## src/source/rx_ppe_pkg.sv

```systemverilog
// ----------------------------------------
// rx ppe package: descriptor and result types
// shared by the PPE stand-in model
// ----------------------------------------

`default_nettype none

package rx_ppe_pkg;

  // ----------------------------------------
  // width types
  // ----------------------------------------

  // header segment packet id
  typedef logic [7:0]  pkt_id_t;
  // egress port number
  typedef logic [8:0]  port_t;
  // receiving port
  typedef logic [4:0]  src_port_t;
  // port table index carried in the header
  typedef logic [5:0]  dst_key_t;
  // header priority
  typedef logic [2:0]  vpri_t;
  // egress traffic class
  typedef logic [3:0]  tc_t;
  // policer index, src_port then dst_key
  typedef logic [10:0] policer_idx_t;

  // packet type, codes match the full metadata encoding
  typedef enum logic [3:0] {
    MC = 4'h0,
    UC = 4'h1
  } pkt_type_t;

  // ----------------------------------------
  // structs
  // ----------------------------------------

  // one port table entry
  typedef struct packed {
    logic  drop;
    port_t port;
  } port_entry_t;

  // header descriptor from ingress
  typedef struct packed {
    logic      valid;
    pkt_id_t   id;
    src_port_t src_port;
    dst_key_t  dst_key;
    vpri_t     vpri;
    // multicast flag
    logic      mc;
  } igr_ppe_head_t;

  // classified result back to ingress
  typedef struct packed {
    logic         valid;
    pkt_id_t      id;
    port_t        port;
    tc_t          tc;
    policer_idx_t policer_idx;
    pkt_type_t    pkt_type;
    // egress should drop the frame
    logic         tx_drop;
  } ppe_igr_result_t;

endpackage

`default_nettype wire
```

## src/source/ppe_classifier.sv

```systemverilog
// ----------------------------------------
// ppe classifier: registered stage that
// builds the metadata result
// ----------------------------------------

`default_nettype none

module ppe_classifier
  import rx_ppe_pkg::*;
(
  input  logic            cclk,
  input  logic            rst,
  // delayed descriptor and its table entry
  input  igr_ppe_head_t   head,
  input  port_entry_t     entry,
  output ppe_igr_result_t result
);

  // ----------------------------------------
  // next result
  // ----------------------------------------

  ppe_igr_result_t result_d;
  tc_t             tc_d;
  policer_idx_t    policer_d;
  pkt_type_t       pkt_type_d;

  // tc from priority, zero on top
  assign tc_d = {1'b0, head.vpri};

  // policer index from source port and key
  assign policer_d = {head.src_port, head.dst_key};

  // mc flag picks the packet type
  assign pkt_type_d = head.mc ? MC : UC;

  always_comb begin
    // idle slot gives an all-zero result
    result_d = '0;
    if (head.valid) begin
      result_d.valid       = 1'b1;
      result_d.id          = head.id;
      // port and drop from the table
      result_d.port        = entry.port;
      result_d.tx_drop     = entry.drop;
      result_d.tc          = tc_d;
      result_d.policer_idx = policer_d;
      result_d.pkt_type    = pkt_type_d;
    end
  end

  // ----------------------------------------
  // output register
  // ----------------------------------------

  // one result per cycle, never held
  always_ff @(posedge cclk) begin
    if (rst) begin
      result <= '0;
    end else begin
      result <= result_d;
    end
  end

endmodule

`default_nettype wire

```

## config.mk

```make
export PLATFORM = sky130hd
export DESIGN_NAME = ppe_classifier
export DESIGN_NICKNAME = d
export VERILOG_FILES = /design/src/source/rx_ppe_pkg.sv /design/src/source/ppe_classifier.sv
export SDC_FILE = /design/constraint.sdc
export NUM_CORES = 1
export LEC_CHECK = 0
export ABC_AREA = 1
export BUFFER_PORTS_ARGS = -buffer_cell sky130_fd_sc_hd__buf_2
export CAP_MARGIN = 40
export CORE_MARGIN = 1
export CORE_UTILIZATION = 44
export CTS_BUF_LIST = sky130_fd_sc_hd__clkbuf_4
export DETAILED_ROUTE_END_ITERATION = 8
export PLACE_DENSITY = 0.87
export SYNTH_ARGS = -nofsm -noshare
export SYNTH_HDL_FRONTEND = slang
export SYNTH_SLANG_ARGS = --single-unit
```

## constraint.sdc

```tcl
create_clock -name cclk -period 1.17 [get_ports cclk]
set_input_delay 0.234 -clock cclk [delete_from_list [all_inputs] [get_ports cclk]]
set_output_delay 0.234 -clock cclk [all_outputs]
set_load 0.01 [all_outputs]
```

=== After elaboration in Yosys (flattened, before gate mapping) ===
Cells that the tools add are included.

* Add/subtract/negate cells: 0
* Multipliers: 0
* Divide/modulo/power cells: 0
* Order comparisons: 0
* Equality and inequality tests: 0
* Shifts and indexed selects: 0
* Muxes and demuxes: 2
* Bitwise gates (word level): 1
* Reductions and logical operators: 1

{| class="wikitable"
|+ Operators by type and width
! operator !! number
|-
| $mux 38 || 1
|-
| $reduce_or 2->1 || 1
|-
| $mux 1 || 1
|-
| $not 1->1 || 1
|}

* Flip-flop bits (word level): 38
* Bits in latches: 0
* Bits in writable memories: 0
* Memory bits (read-only): 0
* Memories kept: 0

=== Depth between registers and ports, before layout ===
Gate-level depths: netlist (run 1).

* Depth after elaboration: 2
* Gate-level depth with buffers: 4
* Mapped depth without buffers: 3

=== Worst setup path after synthesis (run 1) ===
No wires, ideal clock.

* Kind: input port to flip-flop
* Start point: in rst
* End point: reg result[18] (netlist name)
* Library setup time: 0.111 ns
* Arrival time: 0.531 ns
* Required time: 1.059 ns
* Slack: 0.528 ns
* Stages on the path: 4
* Path buffers: 1
* Path through: inv_1 > nand2_4 > buf_6 > nor2_1

* Word-level cells in the longest chain between the ends: 1

{| class="wikitable"
|+ RTL lines
! element !! RTL line !! source
|-
| from (decl) || ppe_classifier.sv:12 || <nowiki>input logic rst,</nowiki>
|-
| $reduce_or 2->1 (no source line) || - ||
|-
| to (signal assigned) || ppe_classifier.sv:61 || <nowiki>result <= result_d;</nowiki>
|-
| to (decl) || ppe_classifier.sv:16 || <nowiki>output ppe_igr_result_t result</nowiki>
|}

Every way passes these cells.
A chain may end at the register's enable or synchronous reset.

=== Worst setup path in the final report (run 1) ===
* Start point: reg result[23] (netlist name)
* End point: out result[23] (netlist name)

No word-level cell between the ends.

==> results of run 1 <==
-- kinds of logic after synthesis --
kind of cell | after synthesis | share of synthesized area (%)
flops | 34 | 67.0
other cells | 1 | 0.369
simple gates | 34 | 13.8
buf+inv | 41 | 18.8
-- power breakdown --
part	switching, mW	internal, mW	leakage (nW)
registers	0.00961	1.20	0.279
logic	0.104	0.0903	0.587
clock network	0.356	0.442	0.0450
-- layout by cell type, fill, tap and decap left out, drive strengths merged --
cell type	instances
buf	69
bufinv	1
nand2	1
clkbuf	5
inv	34
dfxtp	34
nor2	33
conb	4
clkinv	2
-- how the worst max path moves through the flow --
stage / startpoint / endpoint / slack, ps / depth (start not counted)
6_report: result[23]$_SDFF_PP0_ / result[23] / 150 / 1
5_1_grt: result[23]$_SDFF_PP0_ / result[23] / 100 / 1
4_1_cts: result[23]$_SDFF_PP0_ / result[23] / 120 / 1
3_5_place_dp: rst / result[10]$_SDFF_PP0_ / 310 / 4
3_3_place_gp: rst / result[7]$_SDFF_PP0_ / 330 / 4
2_1_floorplan: rst / result[18]$_SDFF_PP0_ / 530 / 4
-- metrics by stage --
stage / cells / hold slack (ps) / cell area, um2
after floorplan: 113 / 306 / 1030
after global placement: 203 / 397 / 1340
after detailed placement: 203 / 401 / 1340
after CTS: 211 / 46.2 / 1420
after global routing: 211 / 53.5 / 1420
final: 211 / 63.0 / 1420
-- final cells by class --
cell class	instances	area (um2)
Tap cell	28	35.0
Clock inverter	3	40.0
Inverter	34	128
Timing Repair Buffer	69	345
Clock buffer	5	37.5
Fill cell	205	769
Multi-Input combinational cell	38	155
Sequential cell	34	681
-- metal layers --
metal	vias to the layer above	part of all wire, %
met5	-	0
met4	0	3.7
li1	430	-
met3	7	9.5
met2	47	55
met1	364	32
-- synthesized netlist by cell type --
library cell and number:
dfxtp_1 34, nor2_1 31, inv_1 34, nor2_2 2, conb_1 1, buf_4 4, nand2_4 1, buf_6 3
==> run metrics, run 1 <==
max reg flops=34; # clock sinks=34; delay-heaviest family, CP=flip-flops; TritonCTS clock tree=yes; count of final setup violators=0; RSZ-0062 raised after global routing=false; hold path depth=2; Final Util=64.9%; Pwr Density=1550 nW/um2; top flop regs=result x34; grt met3 use=6.79%; Post-CTS Setup Repair Bufs=0; Pins Over Slew Limit=0; Synth Instances=110; Ys Warns=0; critical path buffer and inverter count=1; Global Route met2 Usage=33.3%; largest net degree at the start of global routing=35; max_cap viols=0; all-layer global routing usage=17.4%; Clk pin slew, worst setup/hold paths=90 ps; number of buffers created by CTS=5; crit-path cells=buf_2; Arrival @ worst endpoint=780 ps; Placer Congestion=0.715; initial core utilization=46.4%; Setup CP Type=flop to output port; top post-synthesis cells by area=dfxtp_1 (67%), inv_1 (13%), nor2_1 (11%), buf_6 (3.3%), buf_4 (3.0%); CP max stage cell=dfxtp_1; post-cts hold buffer count=0; Lkg Pwr=0.911 nW; share of layout cells above drive strength 1=43.7%; DRT Pass-1 Iters=3; Die Y=50.1 um; DRC Markers=0; Startpoint Class=flop; root buffer cell=clkbuf_4; slowest cell delay on critical path=330 ps; Req. time, crit path=940 ps; post-synthesis sequential area ratio=67.0%; post-synth top area share=67.0%; distinct cell type count after synthesis=8; total power=2.21 mW; Antenna Violating Nets Remaining=0; Std-Cell Core Area=2190 um2; Via Count=848; drt wl/cell=8.86 um; htree depth=2; Area Growth Syn to Fin=39.9%; Seq cells post-synth=34; Setup TNS Final=0 ps; fin crit share=86.8%; Setup crit end kind=output port; hold_sp=head[0]; Final WS setup=155 ps; busiest grt layer=met2; Boundary Pins=74; status=finished clean; drt first-iter violations=6; Top reg by flops=result; WHS Endpoint=result[1]$_SDFF_PP0_; Yosys top cell by area=dfxtp_1; Peak VDD IR=0.999 mV; total die area=2510 um2; antenna diode count=0; NumNets Final=218; Crit Path Max Fanout=1; CTS resizes=0; Buffers on Ports=69; initial antenna violation count=0; Max Clk Rate=985 MHz; met1 usage=11.5%; first-pass GRT wire length=2.93 mm; Placement Setup Slack=307 ps; die span in x=50.1 um; Final HPWL DP=1.42 mm; vias in the first global route=776; grt total ovfl=0; Mean Syn Cell Area=9.24 um2; fin crit period=1020 ps; final wirelength=1.87 mm; worst min path class=input port to flop; num rows=17; vias per inst=4.02; synthesized area=1020 um2; Max Root-Sink Buffers=2; Final Hold Vio Count=0
No activity file was read; power rests on OpenSTA's default activity.
==> run 2: changes to the inputs <==
- CORE_MARGIN: 1 -> unset
- CORE_UTILIZATION: 44 -> 34
- CTS_BUF_LIST: sky130_fd_sc_hd__clkbuf_4 -> unset
- PLACE_DENSITY: 0.87 -> 0.7
==> run metrics, run 2 (synthesis results as in run 1) <==
Post-CTS Setup Repair Bufs=0; Setup TNS Final=0 ps; DRC Markers=12; CP max stage cell=dfxtp_1; root buffer cell=clkbuf_4; count of final setup violators=0; Setup CP Type=flop to output port; share of layout cells above drive strength 1=43.4%; fin crit period=1010 ps; RSZ-0062 raised after global routing=false; internal power=1.51 mW; max_cap viols=0; Boundary Pins=74; WHS Endpoint=result[1]$_SDFF_PP0_; drt first-iter violations=22; die span in x=56.7 um; Lkg Pwr=0.897 nW; Crit Path Max Fanout=1; CTS resizes=0; multi-input logic area=155 um2; sw frac=23.1%; clock share of power=28.3%; largest net degree at the start of global routing=35; Max Root-Sink Buffers=2; # clock sinks=34; Pwr Density=1410 nW/um2; Via Count=804; Pins Over Slew Limit=0; number of buffers created by CTS=5; commonest non-fill, non-tap cells in the layout=buf_2 (69), inv_1 (34), dfxtp_1 (34), nor2_1 (31), clkbuf_4 (5); Peak VDD IR=0.670 mV; Top reg by flops=result; drt wl/cell=8.60 um; delay-heaviest family, CP=flip-flops; Placement Setup Slack=248 ps; crit-path cells=buf_2; Placer Congestion=0.679; Final HPWL DP=1.40 mm; final wirelength=1.83 mm; hold path depth=2; Comb pwr share=9.8%; DRT Pass-1 Iters=6; max reg flops=34; fin crit share=86.1%; hold_sp=head[0]; htree depth=2; TritonCTS clock tree=yes; vias in the first global route=742; Setup crit end kind=output port; WHS=53.1 ps; worst min path class=input port to flop; status=complete, but fails checks; Buffers on Ports=69; Die Y=56.7 um; fin area=1400 um2; # fillers=299; initial antenna violation count=0; Arrival @ worst endpoint=770 ps; Antenna Violating Nets Remaining=0; Max Clk Rate=992 MHz; Final WS setup=162 ps; NumNets Final=218; slowest cell delay on critical path=330 ps; Std-Cell Core Area=2810 um2; placed cell areas=1350 um2; post-cts hold buffer count=0; vias per inst=3.77; failing checks=DRC; top flop regs=result x34; Area Growth Syn to Fin=37.3%; switching power=0.452 mW; critical path buffer and inverter count=1; all-layer global routing usage=13.3%; Final Hold Vio Count=0; total die area=3210 um2; Startpoint Class=flop; register area=681 um2; most common cell after layout, fill and taps aside=buf_2; num rows=19; first-pass GRT wire length=3.01 mm; antenna diode count=0; Req. time, crit path=940 ps; sequential power share=61.9%; initial core utilization=36.2%; grt total ovfl=0; Clk pin slew, worst setup/hold paths=90 ps
## run 2: through the flow
step | power, mW | std cells | util [%]
6_report | 1.96 | 213 | 49.7
5_1_grt | 2.08 | 213 | 49.7
4_1_cts | 1.99 | 213 | 49.7
3_5_place_dp | 1.44 | 206 | 48.0
3_3_place_gp | 1.43 | 206 | 48.0
2_1_floorplan | 1.35 | 113 | -
## run 2: final cells by class
cell class | instances | share of cell area [%]
Sequential cell | 34 | 48.8
Tap cell | 31 | 2.78
Inverter | 34 | 9.15
Multi-Input combinational cell | 38 | 11.1
Clock buffer | 5 | 2.69
Clock inverter | 2 | 0.717
Timing Repair Buffer | 69 | 24.8
## run 2: worst max-delay path by stage
stage                          startpoint                    end  slack, ps  depth (start not counted)
floorplan                             rst  result[18]$_SDFF_PP0_        530                          4
global placement                      rst  result[18]$_SDFF_PP0_        330                          4
detailed placement                    rst  result[32]$_SDFF_PP0_        250                          4
CTS                 result[36]$_SDFF_PP0_             result[36]        150                          1
global route        result[10]$_SDFF_PP0_             result[10]        100                          1
finish              result[14]$_SDFF_PP0_             result[14]        160                          1
## run 2: power by group through the flow
stage	Combinational [mW]	Clock (mW)	Sequential (mW)
floorplan	0.0791	0	1.27
global placement	0.194	0	1.24
global route	0.217	0.644	1.22
detailed placement	0.196	0	1.24
CTS	0.196	0.578	1.21
finish	0.193	0.555	1.21
## run 2: metal layers
| metal | global-route usage (%) | routed length (um) | up-vias |
|---|---|---|---|
| li1 | - | - | 427 |
| met1 | 12.0 | 669 | 330 |
| met2 | 22.8 | 925 | 43 |
| met3 | 7.14 | 196 | 4 |
| met4 | 8.57 | 39 | 0 |
| met5 | 0 | 0 | - |
==> run 3: changes to the inputs <==
- CORE_UTILIZATION: 34 -> 41
- PLACE_DENSITY: 0.7 -> 0.82
- SKIP_CTS_REPAIR_TIMING: unset -> 1
==> run metrics, run 3 (synthesis results as in run 1) <==
DRC Markers=0; num rows=17; slowest cell delay on critical path=320 ps; fin crit period=994 ps; RSZ-0062 raised after global routing=false; total die area=2680 um2; root buffer cell=clkbuf_4; most common cell after layout, fill and taps aside=buf_2; grt met3 use=6.14%; Die Y=51.8 um; initial antenna violation count=0; DRT Pass-1 Iters=2; Boundary Pins=74; TritonCTS clock tree=yes; count of final setup violators=0; WHS Endpoint=result[1]$_SDFF_PP0_; final wirelength=1.81 mm; Buffers on Ports=69; vias in the first global route=742; Pins Over Slew Limit=0; Setup TNS Final=0 ps; placed cell areas=1340 um2; first-pass GRT wire length=2.99 mm; Lkg Pwr=0.897 nW; CP max stage cell=dfxtp_1; grt total ovfl=0; busiest grt layer=met2; die span in x=51.8 um; Clk pin slew, worst setup/hold paths=80 ps; hold path depth=2; Setup CP Type=flop to output port; Std-Cell Core Area=2280 um2; antenna diode count=0; number of buffers created by CTS=5; Setup crit end kind=output port; fin area=1400 um2; critical path buffer and inverter count=1; Pwr Density=1440 nW/um2; met1 usage=15.2%; Area Growth Syn to Fin=37.3%; NumNets Final=218; Max Root-Sink Buffers=2; drt first-iter violations=8; hold_sp=head[0]; Peak VDD IR=0.947 mV; Placer Congestion=0.632; share of layout cells above drive strength 1=43.1%; status=finished clean; fin crit share=84.9%; top flop regs=result x34; delay-heaviest family, CP=flip-flops; Arrival @ worst endpoint=760 ps; Startpoint Class=flop; commonest non-fill, non-tap cells in the layout=buf_2 (69), inv_1 (34), dfxtp_1 (34), nor2_1 (31), clkbuf_4 (5); initial core utilization=44.6%; vias per inst=3.95; Final HPWL DP=1.41 mm; max reg flops=34; WHS=63.5 ps; drt wl/cell=8.67 um; largest net degree at the start of global routing=35; htree depth=2; worst min path class=input port to flop; Antenna Violating Nets Remaining=0; crit-path cells=buf_2; Max Clk Rate=1010 MHz; Via Count=825; Top reg by flops=result; max_cap viols=0; Final Hold Vio Count=0; Global Route met2 Usage=27.5%; all-layer global routing usage=16.1%; Req. time, crit path=940 ps; Crit Path Max Fanout=1; # clock sinks=34
==> run 3: cell count changes in the layout (fill, tap and decap cells not counted) <==
cell / before / now
clkinv_2: 2 / 0
clkbuf_8: 0 / 1
==> run 3: layout make-up <==
type	count	area [um2]
timing repair buffer	69	345
inverter	34	128
multi-input combinational	38	155
fill	214	881
sequential	34	681
clock buffer	6	51.3
tap	28	35.0
==> run 3: stage by stage <==
stage / std cells / worst slack [ps] / power [mW] / utilization, %
2_1_floorplan: 113 / 528 / 1.35 / -
3_3_place_gp: 203 / 353 / 1.43 / 59.0
3_5_place_dp: 203 / 301 / 1.44 / 59.0
4_1_cts: 209 / 151 / 2.03 / 61.3
5_1_grt: 209 / 118 / 2.12 / 61.3
6_report: 209 / 176 / 2.00 / 61.3
==> run 3: per-layer routing <==
layer,vias to the layer above,wire length [um]
li1,428,-
met1,345,682
met2,42,901
met3,10,162
met4,0,65
met5,-,0
==> run 3: power by group <==
group | internal, mW | total (mW) | switching, mW
Combinational | 0.0903 | 0.193 | 0.103
Sequential | 1.20 | 1.21 | 0.00944
Clock | 0.270 | 0.596 | 0.326
Total | 1.56 | 2.00 | 0.438
==> run 3: how the worst max path moves through the flow <==
stage,from,endpoint,cells past startpoint,slack (ps)
final,result[17]$_SDFF_PP0_,result[17],1,180
after global routing,result[10]$_SDFF_PP0_,result[10],1,120
after global placement,rst,result[30]$_SDFF_PP0_,4,350
after CTS,result[17]$_SDFF_PP0_,result[17],1,150
after detailed placement,rst,result[17]$_SDFF_PP0_,4,300
after floorplan,rst,result[18]$_SDFF_PP0_,4,530
